==> src/hw/i2c_pkg.sv <==
`default_nettype none

package i2c_pkg;

    typedef logic [6:0]  i2c_addr_t;    // 7-bit slave address
    typedef logic [15:0] i2c_word_t;    // One or two data bytes
    typedef logic [3:0]  wb_addr_t;     // Byte address, word index in bits 3:2
    typedef logic [31:0] wb_data_t;

    // One transfer as set up through TXDATA and CMD
    typedef struct packed {
        i2c_addr_t addr;
        i2c_word_t data;        // Sent MSB first, low byte only for one-byte writes
        logic      rw;          // 0 write, 1 read
        logic      two_bytes;
    } i2c_cmd_t;

    typedef struct packed {
        i2c_word_t data;        // Read data, first byte in 15:8 for two bytes
        logic      nack;        // Slave did not ACK address or data
    } i2c_rsp_t;

    typedef enum logic [1:0] {
        BIT_START,
        BIT_WRITE,
        BIT_READ,
        BIT_STOP
    } bit_op_e;

    typedef struct packed {
        bit_op_e op;
        logic    bit_val;       // SDA level for BIT_WRITE, 0 is an ACK
    } bit_req_t;

    typedef enum logic [3:0] {
        SEQ_IDLE,
        SEQ_START,
        SEQ_ADDR,
        SEQ_RW,
        SEQ_SLAVE_ACK,
        SEQ_WRITE_BYTE,
        SEQ_READ_BYTE,
        SEQ_MASTER_ACK,
        SEQ_STOP
    } seq_state_e;

    typedef enum logic [2:0] {
        BIT_IDLE,
        PHASE_A,
        PHASE_B,
        PHASE_C,
        PHASE_D
    } bit_state_e;

endpackage

`default_nettype wire

==> src/hw/i2c_wb_regs.sv <==
`timescale 1ns/1ps
`default_nettype none

module i2c_wb_regs (
    input  wire                    clk,
    input  wire                    rst,
    input  wire                    cyc,
    input  wire                    stb,
    input  wire                    we,
    input  wire i2c_pkg::wb_addr_t adr,
    input  wire i2c_pkg::wb_data_t dat_w,
    output i2c_pkg::wb_data_t      dat_r,
    output logic                   ack,
    output i2c_pkg::i2c_cmd_t      cmd,
    output logic                   cmd_valid,
    input  wire                    cmd_ready,
    input  wire i2c_pkg::i2c_rsp_t rsp,
    input  wire                    rsp_valid
);
    import i2c_pkg::*;

    localparam logic [1:0] REG_CMD    = 2'd0;
    localparam logic [1:0] REG_TXDATA = 2'd1;
    localparam logic [1:0] REG_RXDATA = 2'd2;
    localparam logic [1:0] REG_STATUS = 2'd3;

    logic       bus_req;        // New bus cycle, not yet acked
    logic       bus_wr;
    logic [1:0] idx;
    logic       start;          // CMD write that launches a transfer
    i2c_word_t  tx_data;
    i2c_word_t  rx_data;
    logic       busy;
    logic       nack;
    wb_data_t   rd_data;

    assign bus_req = cyc && stb && !ack;
    assign bus_wr  = bus_req && we;
    assign idx     = adr[3:2];
    assign start   = bus_wr && idx == REG_CMD && !busy;   // Dropped while busy

    always_ff @(posedge clk)
    begin
        if (rst)
            ack <= 1'b0;
        else
            ack <= bus_req;
    end

    always_comb
    begin
        rd_data = '0;
        case (idx)
            REG_TXDATA: rd_data[15:0] = tx_data;
            REG_RXDATA: rd_data[15:0] = rx_data;
            REG_STATUS: rd_data[1:0]  = {nack, busy};
            default:    rd_data       = '0;               // CMD reads as zero
        endcase
    end

    // Read data captured on the edge that raises ack
    always_ff @(posedge clk)
    begin
        if (bus_req)
            dat_r <= rd_data;
    end

    always_ff @(posedge clk)
    begin
        if (bus_wr && idx == REG_TXDATA)
            tx_data <= dat_w[15:0];
        if (start)
        begin
            cmd.addr      <= dat_w[6:0];
            cmd.data      <= tx_data;
            cmd.rw        <= dat_w[8];
            cmd.two_bytes <= dat_w[9];
        end
        if (rsp_valid)
            rx_data <= rsp.data;
    end

    always_ff @(posedge clk)
    begin
        if (rst)
        begin
            cmd_valid <= 1'b0;
            busy      <= 1'b0;
            nack      <= 1'b0;
        end
        else
        begin
            if (start)
            begin
                cmd_valid <= 1'b1;
                busy      <= 1'b1;                        // Visible to the next STATUS read
            end
            else if (cmd_valid && cmd_ready)
                cmd_valid <= 1'b0;
            if (rsp_valid)
            begin
                busy <= 1'b0;
                nack <= rsp.nack;
            end
        end
    end

    ack_only_in_cycle: assert property (@(posedge clk) disable iff (rst)
        ack |-> cyc && stb);

endmodule

`default_nettype wire

==> src/hw/i2c_byte_seq.sv <==
`timescale 1ns/1ps
`default_nettype none

module i2c_byte_seq (
    input  wire                    clk,
    input  wire                    rst,
    input  wire i2c_pkg::i2c_cmd_t cmd,
    input  wire                    cmd_valid,
    output logic                   cmd_ready,
    output i2c_pkg::i2c_rsp_t      rsp,
    output logic                   rsp_valid,
    output i2c_pkg::bit_req_t      req,
    output logic                   req_valid,
    input  wire                    req_ready,
    input  wire                    done,
    input  wire                    rx_bit
);
    import i2c_pkg::*;

    seq_state_e state;
    seq_state_e next_state;
    logic       accept;
    logic       pending;        // Bit op taken, waiting for done
    logic [2:0] bit_cnt;
    logic       more_bytes;     // Second byte still to transfer
    logic       data_phase;     // Address byte already ACKed
    logic       nack_q;
    i2c_addr_t  addr_q;
    logic       rw_q;
    i2c_word_t  shreg;          // TX leaves at bit 15, RX enters at bit 0

    assign cmd_ready = state == SEQ_IDLE;
    assign accept    = cmd_valid && cmd_ready;
    assign req_valid = state != SEQ_IDLE && !pending;

    assign rsp.data = rw_q ? shreg : '0;
    assign rsp.nack = nack_q;

    // Bit operation for the current state
    always_comb
    begin
        req.op      = BIT_WRITE;
        req.bit_val = 1'b1;
        case (state)
            SEQ_START:      req.op      = BIT_START;
            SEQ_ADDR:       req.bit_val = addr_q[bit_cnt];
            SEQ_RW:         req.bit_val = rw_q;
            SEQ_SLAVE_ACK:  req.op      = BIT_READ;
            SEQ_WRITE_BYTE: req.bit_val = shreg[15];
            SEQ_READ_BYTE:  req.op      = BIT_READ;
            SEQ_MASTER_ACK: req.bit_val = !more_bytes;    // NACK the last byte
            SEQ_STOP:       req.op      = BIT_STOP;
            default:        req.op      = BIT_WRITE;
        endcase
    end

    always_comb
    begin
        next_state = state;
        case (state)
            SEQ_IDLE:
                if (accept)
                    next_state = SEQ_START;
            SEQ_START:
                if (done)
                    next_state = SEQ_ADDR;
            SEQ_ADDR:
                if (done && bit_cnt == 3'd0)
                    next_state = SEQ_RW;
            SEQ_RW:
                if (done)
                    next_state = SEQ_SLAVE_ACK;
            SEQ_SLAVE_ACK:
                if (done)
                begin
                    if (rx_bit)
                        next_state = SEQ_STOP;            // Slave NACK ends the transfer
                    else if (!data_phase)
                        next_state = rw_q ? SEQ_READ_BYTE : SEQ_WRITE_BYTE;
                    else if (more_bytes)
                        next_state = SEQ_WRITE_BYTE;
                    else
                        next_state = SEQ_STOP;
                end
            SEQ_WRITE_BYTE:
                if (done && bit_cnt == 3'd0)
                    next_state = SEQ_SLAVE_ACK;
            SEQ_READ_BYTE:
                if (done && bit_cnt == 3'd0)
                    next_state = SEQ_MASTER_ACK;
            SEQ_MASTER_ACK:
                if (done)
                    next_state = more_bytes ? SEQ_READ_BYTE : SEQ_STOP;
            SEQ_STOP:
                if (done)
                    next_state = SEQ_IDLE;
            default:
                next_state = SEQ_IDLE;
        endcase
    end

    always_ff @(posedge clk)
    begin
        if (rst)
        begin
            state      <= SEQ_IDLE;
            pending    <= 1'b0;
            rsp_valid  <= 1'b0;
            bit_cnt    <= 3'd0;
            more_bytes <= 1'b0;
            data_phase <= 1'b0;
            nack_q     <= 1'b0;
        end
        else
        begin
            state     <= next_state;
            rsp_valid <= done && state == SEQ_STOP;
            if (req_valid && req_ready)
                pending <= 1'b1;
            else if (done)
                pending <= 1'b0;
            if (accept)
            begin
                more_bytes <= cmd.two_bytes;
                data_phase <= 1'b0;
                nack_q     <= 1'b0;
            end
            else if (done)
            begin
                case (state)
                    SEQ_START:
                        bit_cnt <= 3'd6;
                    SEQ_SLAVE_ACK:
                    begin
                        bit_cnt    <= 3'd7;
                        data_phase <= 1'b1;
                        if (rx_bit)
                            nack_q <= 1'b1;
                        else if (data_phase)
                            more_bytes <= 1'b0;
                    end
                    SEQ_MASTER_ACK:
                    begin
                        bit_cnt    <= 3'd7;
                        more_bytes <= 1'b0;
                    end
                    default:
                        bit_cnt <= bit_cnt - 3'd1;        // ADDR and data bits
                endcase
            end
        end
    end

    always_ff @(posedge clk)
    begin
        if (accept)
        begin
            addr_q <= cmd.addr;
            rw_q   <= cmd.rw;
            if (cmd.rw)
                shreg <= '0;
            else if (cmd.two_bytes)
                shreg <= cmd.data;
            else
                shreg <= {cmd.data[7:0], 8'h00};          // Single byte sent from the top
        end
        else if (done && (state == SEQ_WRITE_BYTE || state == SEQ_READ_BYTE))
            shreg <= {shreg[14:0], rw_q & rx_bit};
    end

    // A request is only offered once the bit controller has answered the last one
    new_req_after_done: assert property (@(posedge clk) disable iff (rst)
        req_valid |-> req_ready);

endmodule

`default_nettype wire

==> src/hw/i2c_bit_ctrl.sv <==
`timescale 1ns/1ps
`default_nettype none

module i2c_bit_ctrl #(
    parameter int CLK_DIV = 4
) (
    input  wire                    clk,
    input  wire                    rst,
    input  wire i2c_pkg::bit_req_t req,
    input  wire                    req_valid,
    output logic                   req_ready,
    output logic                   done,
    output logic                   rx_bit,
    output logic                   scl_oe,
    output logic                   sda_oe,
    input  wire                    scl_in,
    input  wire                    sda_in
);
    import i2c_pkg::*;

    localparam int               CNT_W    = (CLK_DIV > 1) ? $clog2(CLK_DIV) : 1;
    localparam logic [CNT_W-1:0] CNT_LAST = CNT_W'(CLK_DIV - 1);

    bit_state_e       state;
    logic [CNT_W-1:0] cnt;
    logic             run;      // Counter advances, stalls while SCL is stretched
    logic             tick;     // Last clock of a quarter period
    bit_op_e          op_q;

    assign req_ready = state == BIT_IDLE;
    assign run       = state != PHASE_C || scl_in;
    assign tick      = run && cnt == CNT_LAST;

    always_ff @(posedge clk)
    begin
        if (rst || state == BIT_IDLE || tick)
            cnt <= '0;
        else if (run)
            cnt <= cnt + 1'b1;
    end

    always_ff @(posedge clk)
    begin
        if (rst)
        begin
            state  <= BIT_IDLE;
            done   <= 1'b0;
            scl_oe <= 1'b0;
            sda_oe <= 1'b0;
        end
        else
        begin
            done <= 1'b0;
            case (state)
                BIT_IDLE:
                    if (req_valid && req_ready)
                    begin
                        state <= PHASE_A;
                        if (req.op != BIT_START)
                            scl_oe <= 1'b1;
                        case (req.op)
                            BIT_WRITE: sda_oe <= !req.bit_val;
                            BIT_STOP:  sda_oe <= 1'b1;    // Low so it can rise with SCL high
                            default:   sda_oe <= 1'b0;
                        endcase
                    end
                PHASE_A:
                    if (tick)
                    begin
                        state  <= PHASE_B;
                        scl_oe <= 1'b0;
                    end
                PHASE_B:
                    if (tick)
                        state <= PHASE_C;
                PHASE_C:
                    if (tick)
                    begin
                        state <= PHASE_D;
                        case (op_q)
                            BIT_START: sda_oe <= 1'b1;            // SDA falls, SCL high
                            BIT_STOP:  sda_oe <= 1'b0;            // SDA rises, SCL high
                            default:   scl_oe <= 1'b1;
                        endcase
                    end
                PHASE_D:
                    if (tick)
                    begin
                        state <= BIT_IDLE;
                        done  <= 1'b1;
                        if (op_q == BIT_START)
                            scl_oe <= 1'b1;               // Hold time after START
                    end
                default:
                    state <= BIT_IDLE;
            endcase
        end
    end

    always_ff @(posedge clk)
    begin
        if (req_valid && req_ready)
            op_q <= req.op;
        if (state == PHASE_C && tick)
            rx_bit <= sda_in;
    end

    // Data only moves while SCL is held low, START and STOP excepted
    sda_with_scl_low: assert property (@(posedge clk) disable iff (rst)
        (sda_oe != $past(sda_oe)) && op_q != BIT_START && op_q != BIT_STOP
            |-> scl_oe && $past(scl_oe));

endmodule

`default_nettype wire

==> src/hw/i2c_ctrl_top.sv <==
`timescale 1ns/1ps
`default_nettype none

module i2c_ctrl_top #(
    parameter int CLK_DIV = 4   // Clocks per quarter SCL period
) (
    input  wire                    clk,
    input  wire                    rst,
    input  wire                    cyc,
    input  wire                    stb,
    input  wire                    we,
    input  wire i2c_pkg::wb_addr_t adr,
    input  wire i2c_pkg::wb_data_t dat_w,
    output i2c_pkg::wb_data_t      dat_r,
    output logic                   ack,
    output logic                   scl_oe,
    output logic                   sda_oe,
    input  wire                    scl_in,
    input  wire                    sda_in
);
    import i2c_pkg::*;

    i2c_cmd_t cmd;
    logic     cmd_valid;
    logic     cmd_ready;
    i2c_rsp_t rsp;
    logic     rsp_valid;
    bit_req_t req;
    logic     req_valid;
    logic     req_ready;
    logic     done;
    logic     rx_bit;

    i2c_wb_regs u_regs (
        .clk       (clk),
        .rst       (rst),
        .cyc       (cyc),
        .stb       (stb),
        .we        (we),
        .adr       (adr),
        .dat_w     (dat_w),
        .dat_r     (dat_r),
        .ack       (ack),
        .cmd       (cmd),
        .cmd_valid (cmd_valid),
        .cmd_ready (cmd_ready),
        .rsp       (rsp),
        .rsp_valid (rsp_valid)
    );

    i2c_byte_seq u_seq (
        .clk       (clk),
        .rst       (rst),
        .cmd       (cmd),
        .cmd_valid (cmd_valid),
        .cmd_ready (cmd_ready),
        .rsp       (rsp),
        .rsp_valid (rsp_valid),
        .req       (req),
        .req_valid (req_valid),
        .req_ready (req_ready),
        .done      (done),
        .rx_bit    (rx_bit)
    );

    i2c_bit_ctrl #(
        .CLK_DIV (CLK_DIV)
    ) u_bit (
        .clk       (clk),
        .rst       (rst),
        .req       (req),
        .req_valid (req_valid),
        .req_ready (req_ready),
        .done      (done),
        .rx_bit    (rx_bit),
        .scl_oe    (scl_oe),
        .sda_oe    (sda_oe),
        .scl_in    (scl_in),
        .sda_in    (sda_in)
    );

endmodule

`default_nettype wire

==> config.mk <==
export PLATFORM = sky130hd
export DESIGN_NAME = i2c_ctrl_top
export DESIGN_NICKNAME = d
export VERILOG_FILES = /design/src/hw/i2c_pkg.sv /design/src/hw/i2c_wb_regs.sv /design/src/hw/i2c_byte_seq.sv /design/src/hw/i2c_bit_ctrl.sv /design/src/hw/i2c_ctrl_top.sv
export SDC_FILE = /design/constraint.sdc
export NUM_CORES = 1
export LEC_CHECK = 0
export BUFFER_PORTS_ARGS = -buffer_cell sky130_fd_sc_hd__buf_2
export CAP_MARGIN = 0
export CORE_MARGIN = 1.5
export CORE_UTILIZATION = 50
export CTS_CLUSTER_DIAMETER = 60
export DETAILED_ROUTE_END_ITERATION = 12
export GPL_TIMING_DRIVEN = 0
export PLACE_DENSITY = 0.77
export SETUP_SLACK_MARGIN = 0.2
export SYNTH_ARGS = -nofsm -noshare
export SYNTH_HDL_FRONTEND = slang
export SYNTH_SLANG_ARGS = --single-unit
==> constraint.sdc <==
create_clock -name clk -period 3.7 [get_ports clk]
set_clock_uncertainty 0.15 [all_clocks]
set_input_delay 0 -clock clk [delete_from_list [all_inputs] [get_ports clk]]
set_output_delay 0 -clock clk [all_outputs]
set_load 0.1 [all_outputs]
# After elaboration in Yosys (flattened, before gate mapping)
# Index checks and enable logic that the tools add are counted.
# op_classes
n_addsub,2
order_cmp,1
eq_ne,40
n_mux,55
bitwise,3
n_reduce_logical,51
# op_table
op,n
2-to-1 mux 16 bit,4
2-to-1 mux 4 bit,13
one-hot mux 4 bit (9 select lines),1
one-hot mux 14 bit (2 select lines),1
!= test 2 x 1 -> 1 bit (second input constant),13
2-to-1 mux 1 bit,19
== test 4 x 3 -> 1 bit (second input constant),4
2-to-1 mux 3 bit,5
one-hot mux 3 bit (5 select lines),1
logical AND 1 bit,14
one-hot mux 2 bit (3 select lines),2
nonzero test 2 bit,6
OR reduction 2 bit,6
== test 2 bit (second input constant),5
AND reduction 9 bit,1
== test 4 x 2 -> 1 bit (second input constant),2
!= test 2 bit (second input constant),4
one-hot mux 1 bit (2 select lines),4
one-hot mux 1 bit (4 select lines),2
AND reduction 4 bit,2
AND reduction 8 bit,1
nonzero test 4 bit,2
== test 3 x 2 -> 1 bit (second input constant),2
logical NOT 3 bit,2
24 further kinds,36
# word_totals
ff_bits,124
inputBits,43
output_inout_bits,35
word_cells,180

# Depth between registers and ports, before layout
# logic_depth
ltp_word,7
ltp_mapped,7
ltp_nobuf,7

# By module
# From an unflattened synthesis, not the netlist that was laid out.
# unflattened
cells_unflattened,438
area_unflattened_um2,5601.6
# by_module_without_submodules
mod,instances,cells_each,area_each_um2,seq_area_each_um2
i2c_wb_regs,1,152,2812.7,2272.2
i2c_byte_seq,1,221,2145.8,960.9
i2c_bit_ctrl,1,65,643.1,250.2

# Worst setup path after synthesis
# OpenSTA, ideal clock, no wires.
# synth_path
path_type,flip-flop to flip-flop
startpoint,register u_regs.ack
endpoint,"register, netlist name u_regs.cmd[0]"
setup_time_ns,0.407
arrival_ns,2.901
t_required_ns,3.143
path_slack_ns,0.242
stages_incl_launch_ff,4
path_buffers,0
synth_period_minus_slack_ns,3.458
path_cell_list,dfxtp_1 nor2_1 nand3_1 nor2_1
# synth_via
elab_chain_len,5
# synth_rtl
element,line,text
start: declaration,i2c_wb_regs.sv:13,"output logic ack,"
start signal: assignment,i2c_wb_regs.sv:47,ack <= bus_req;
logical NOT 1 bit,i2c_wb_regs.sv:37,assign bus_req = cyc && stb && !ack;
logical AND 1 bit,i2c_wb_regs.sv:37,
net u_regs.bus_req,i2c_wb_regs.sv:27,logic bus_req;
logical AND 1 bit,i2c_wb_regs.sv:38,assign bus_wr = bus_req && we;
logical AND 1 bit (2 in a row),i2c_wb_regs.sv:40,assign start = bus_wr && idx == REG_CMD && !busy;
net u_regs.start,i2c_wb_regs.sv:30,logic start;
# The timed path passes the listed nets, and every way through them passes these cells.
# A chain may end at the register's enable or synchronous reset.

# Worst setup path in the final report
# layout_path
startpoint,register u_seq.state[1]
endpoint,register u_seq.shreg[1] (enable)
# layout_via
elab_chain_len,4
elab_cells_between_ends,7
cone_classes,2 x eq/ne; 5 x reduce/logical
# layout_rtl
element,line,text
start: declaration,i2c_byte_seq.sv:20,seq_state_e state;
start signal: assignment,i2c_byte_seq.sv:116,state <= next_state;
== test 4 x 3 -> 1 bit,i2c_byte_seq.sv:167,else if (done && (state == SEQ_WRITE_BYTE || state == SEQ_READ_BYTE))
logical OR 1 bit,i2c_byte_seq.sv:167,
logical AND 1 bit,i2c_byte_seq.sv:167,
nonzero test 2 bit (no line) *,n/a,
end signal: assignment,i2c_byte_seq.sv:163,shreg <= cmd.data;
end signal: assignment,i2c_byte_seq.sv:165,"shreg <= {cmd.data[7:0], 8'h00};"
end signal: assignment,i2c_byte_seq.sv:168,"shreg <= {shreg[14:0], rw_q & rx_bit};"
end: declaration,i2c_byte_seq.sv:30,i2c_word_t shreg;
# Every way passes the cells marked *; elsewhere a longest branch is shown, timed or not.

==> flow_summary.ini <==
[synth]
synth_edf_count = 100
avgSynthCellArea_um2 = 12.5
yosys_warnings = 0
synth_flop_cell = edfxtp_1
netlist_instances = 432
ys_types = 57
ys_seq_area_share_pct = 64.7
async_flop_share_pct = 0
syn_area_mm2 = 0.00538
synth-seq-cells = 124

[flow_run]
max_cap_viol_count = 0

[timing]
maxSlewHeadroom_pct = 13.2
post-route-period-util_pct = 70.8
fin_tns_setup_ns = 0
tightest_slew_ns = 1.30
finalWorstSetupSlack_ns = 1.08
rsz0062_at_grt = no
timing.fmax_ghz = 0.382
holdWs_ns = 0.0480
hold_viol = 0
slew_viol_final = 0
finalSetupViolations = 0
period_minus_slack_ns = 2.62

[critical_path]
worstPathCellList = buf_2 -> nor2_2 -> nor2_1 -> a32oi_1 -> nor2_1
critPathKind = reg -> reg
worst_ep_arrival_time_ns = 2.58
crit_fanout = 16
critPathMaxStageDelay_ns = 0.99
crit_top_cell = nor2_1
crit_path_end_kind = flip-flop
crit_slowest_cell = nor2_1
worstPathRequired_ns = 3.66
cp-start-kind = flip-flop

[cells_and_area]
finalNetCount = 590
final_cells = 686
fillerInstances = 769
postLayoutCellArea_mm2 = 0.00668
n_antenna_cell = 0
layout-drive-gt1-share_pct = 20.4
synthToLayoutAreaGrowth_pct = 24.0

[clock_network]
clk_latency_ns = 0.51
clock-sinks = 124
cts_buffers = 17
cts_htree_levels = 4
cts.clk_slew.worst_paths_ns = 0.06
clock-root-buffer = clkbuf_8
cts-resized-gates = 0
clock_path_buffers = 2
cts_tree = built

[pwr]
power_density_mw_per_mm2 = 520
p_switching_uw = 877
p_seq_share_pct = 44.5
leakage_nw = 2.55
swShare_pct = 25.3
p_clk_share_pct = 44.8
p_int_mw = 2.59
p_comb_share_pct = 10.7
peakVddDrop_v = 0.000360

[place]
place.gp.congestion = 0.855
place_inst = 627
io_buffers = 43
dpl_cell_area_mm2 = 0.00584
place_ws_ns = 0.930
hpwlAfterDp_um = 7390

[drt]
antenna_left = 0
wirelength_um = 11200
num_vias = 3757
first_iter_violations = 400
drtPass1Iterations = 5
wl_per_cell_um = 16.3
drc = 0
via_per_inst = 5.48

[floorplan]
rows = 37
die_area_mm2 = 0.0114
die_h_um = 107
core_mm2 = 0.0104
pin_count = 78
die_w_um = 107
start_util_pct = 51.9

[grt]
antenna_found_initial = 0
grt_max_degree = 21
overflow = 0
grt_pass1_vias = 3472
grt_usage_pct = 20.6
grt_pass1_wl_um = 17600

[worst_hold_path]
worstHoldPathType = in -> reg

[status]
status = complete, no violations
==> timing repair <==
item | in CTS | in global routing
hold buffers | 26 | 1
endpoints found under the hold margin | 53 | 16
buffers inserted | 0 | 0
==> cells in the final DEF (no fill, tap or decap), types with 4 or more instances in the layout <==
cell	synthesis	routed
buf_2	8	51
nand3_1	13	13
and2_1	17	17
conb_1	1	16
clkbuf_16	0	16
o31ai_1	9	9
mux2i_1	10	10
dlygate4sd3_1	0	27
o21ai_0	14	14
inv_1	15	15
dfxtp_1	24	24
buf_4	17	17
nor2_1	19	17
nor3_1	13	13
nand2_1	34	34
clkinv_2	0	4
ha_1	10	10
nor2b_1	18	18
edfxtp_1	100	100
clkbuf_1	14	15
a22oi_1	14	14
a31oi_1	5	5
nor3b_1	4	4
a21oi_1	23	23
==> cell usage after synthesis (2+ instances only) <==
library cell,count,share of area (%)
edfxtp_1,100,56
nand2_1,34,2.4
dfxtp_1,24,8.9
a21oi_1,23,2.1
nor2_1,19,1.3
nor2b_1,18,2.1
and2_1,17,2.0
buf_4,17,2.4
inv_1,15,1.0
a22oi_1,14,2.0
clkbuf_1,14,0.98
o21ai_0,14,1.3
nand3_1,13,1.2
nor3_1,13,1.2
ha_1,10,2.3
mux2i_1,10,1.9
o31ai_1,9,1.3
buf_2,8,0.74
a31oi_1,5,0.58
nor3b_1,4,0.56
and3_1,3,0.35
nand4_1,3,0.35
nor4_1,3,0.35
o2111ai_1,3,0.49
a211o_1,2,0.33
a211oi_1,2,0.28
a21o_1,2,0.28
a222oi_1,2,0.37
nand2b_1,2,0.23
o211ai_1,2,0.28
==> power groups by stage <==
stage	Sequential [mW]	Clock (mW)	Combinational [mW]
2_1_floorplan	1.65	0	0.207
3_3_place_gp	1.57	0	0.340
3_5_place_dp	1.57	0	0.344
4_1_cts	1.54	1.57	0.367
5_1_grt	1.55	1.63	0.396
6_report	1.54	1.56	0.371
==> per-layer routing <==
layer	vias up	wire length [µm]	global-route usage (%)
met4	0	166	7.90
met2	160	5100	32.5
met5	-	0	0
met1	1784	5040	28.3
met3	16	854	4.19
li1	1797	-	-
==> path summary, 6_finish.rpt <==
path              cells after the start  slack [ns]                      endpoint                   startpoint
hold / removal                        2        0.05  u_regs.tx_data[10]$_DFFE_PP_                    dat_w[10]
setup / recovery                      5        1.08      u_seq.shreg[1]$_DFFE_PP_  u_seq.state[1]$_SDFFE_PP0P_
hold reg to reg                       0        0.27     u_seq.addr_q[3]$_DFFE_PP_     u_regs.cmd[21]$_DFFE_PP_
setup reg to reg                      5        1.08      u_seq.shreg[1]$_DFFE_PP_  u_seq.state[1]$_SDFFE_PP0P_
==> critical path, delay by kind of cell (launching register included) <==
kind                   cells  cell delay, ns
AOI/OAI and AO/OA          1            0.11
buffers and inverters      1            0.26
DFF                        1            0.44
and+or+nand+nor            3            1.26
==> registers in the layout (all words and copies together), names as in the netlist, 2 cells and up <==
name	flops
u_seq.bit_cnt	3
u_seq.state	4
u_regs.tx_data	16
u_regs.rx_data	16
u_bit.state	3
u_seq.shreg	16
u_regs.dat_r	16
u_bit.op_q	2
u_seq.addr_q	7
u_bit.cnt	2
u_regs.cmd	25
==> cell families (layout without fill, tap and decap cells) <==
group           after synthesis  count (layout)  synth area share (%)
xor+xnor                      1               1                 0.163
simple gates                141             141                  13.9
mux                          12              12                  2.49
flops                       124             124                  64.7
buf+inv                      55             158                  5.21
compound gates               88              88                  11.1
fa+ha+maj                    10              10                  2.32
other cells                   1              16                0.0697
==> metrics by stage <==
| stage | utilization [%] | power, mW |
|---|---|---|
| after floorplan | - | 1.85 |
| final | 64.4 | 3.47 |
| after global placement | 56.2 | 1.91 |
| after global routing | 64.4 | 3.57 |
| after detailed placement | 56.3 | 1.92 |
| after CTS | 64.3 | 3.48 |
==> final cells by class <==
cell class / count / area, µm² / area share (%)
timing repair buffer: 71 / 500 / 7.49
inverter: 16 / 60.1 / 0.899
tap: 136 / 170 / 2.55
clock inverter: 14 / 144 / 2.15
sequential: 124 / 3480 / 52.2
multi-input combinational: 268 / 1680 / 25.2
buffer: 39 / 220 / 3.30
clock buffer: 18 / 418 / 6.26
Power figures use the tool's default switching activity.
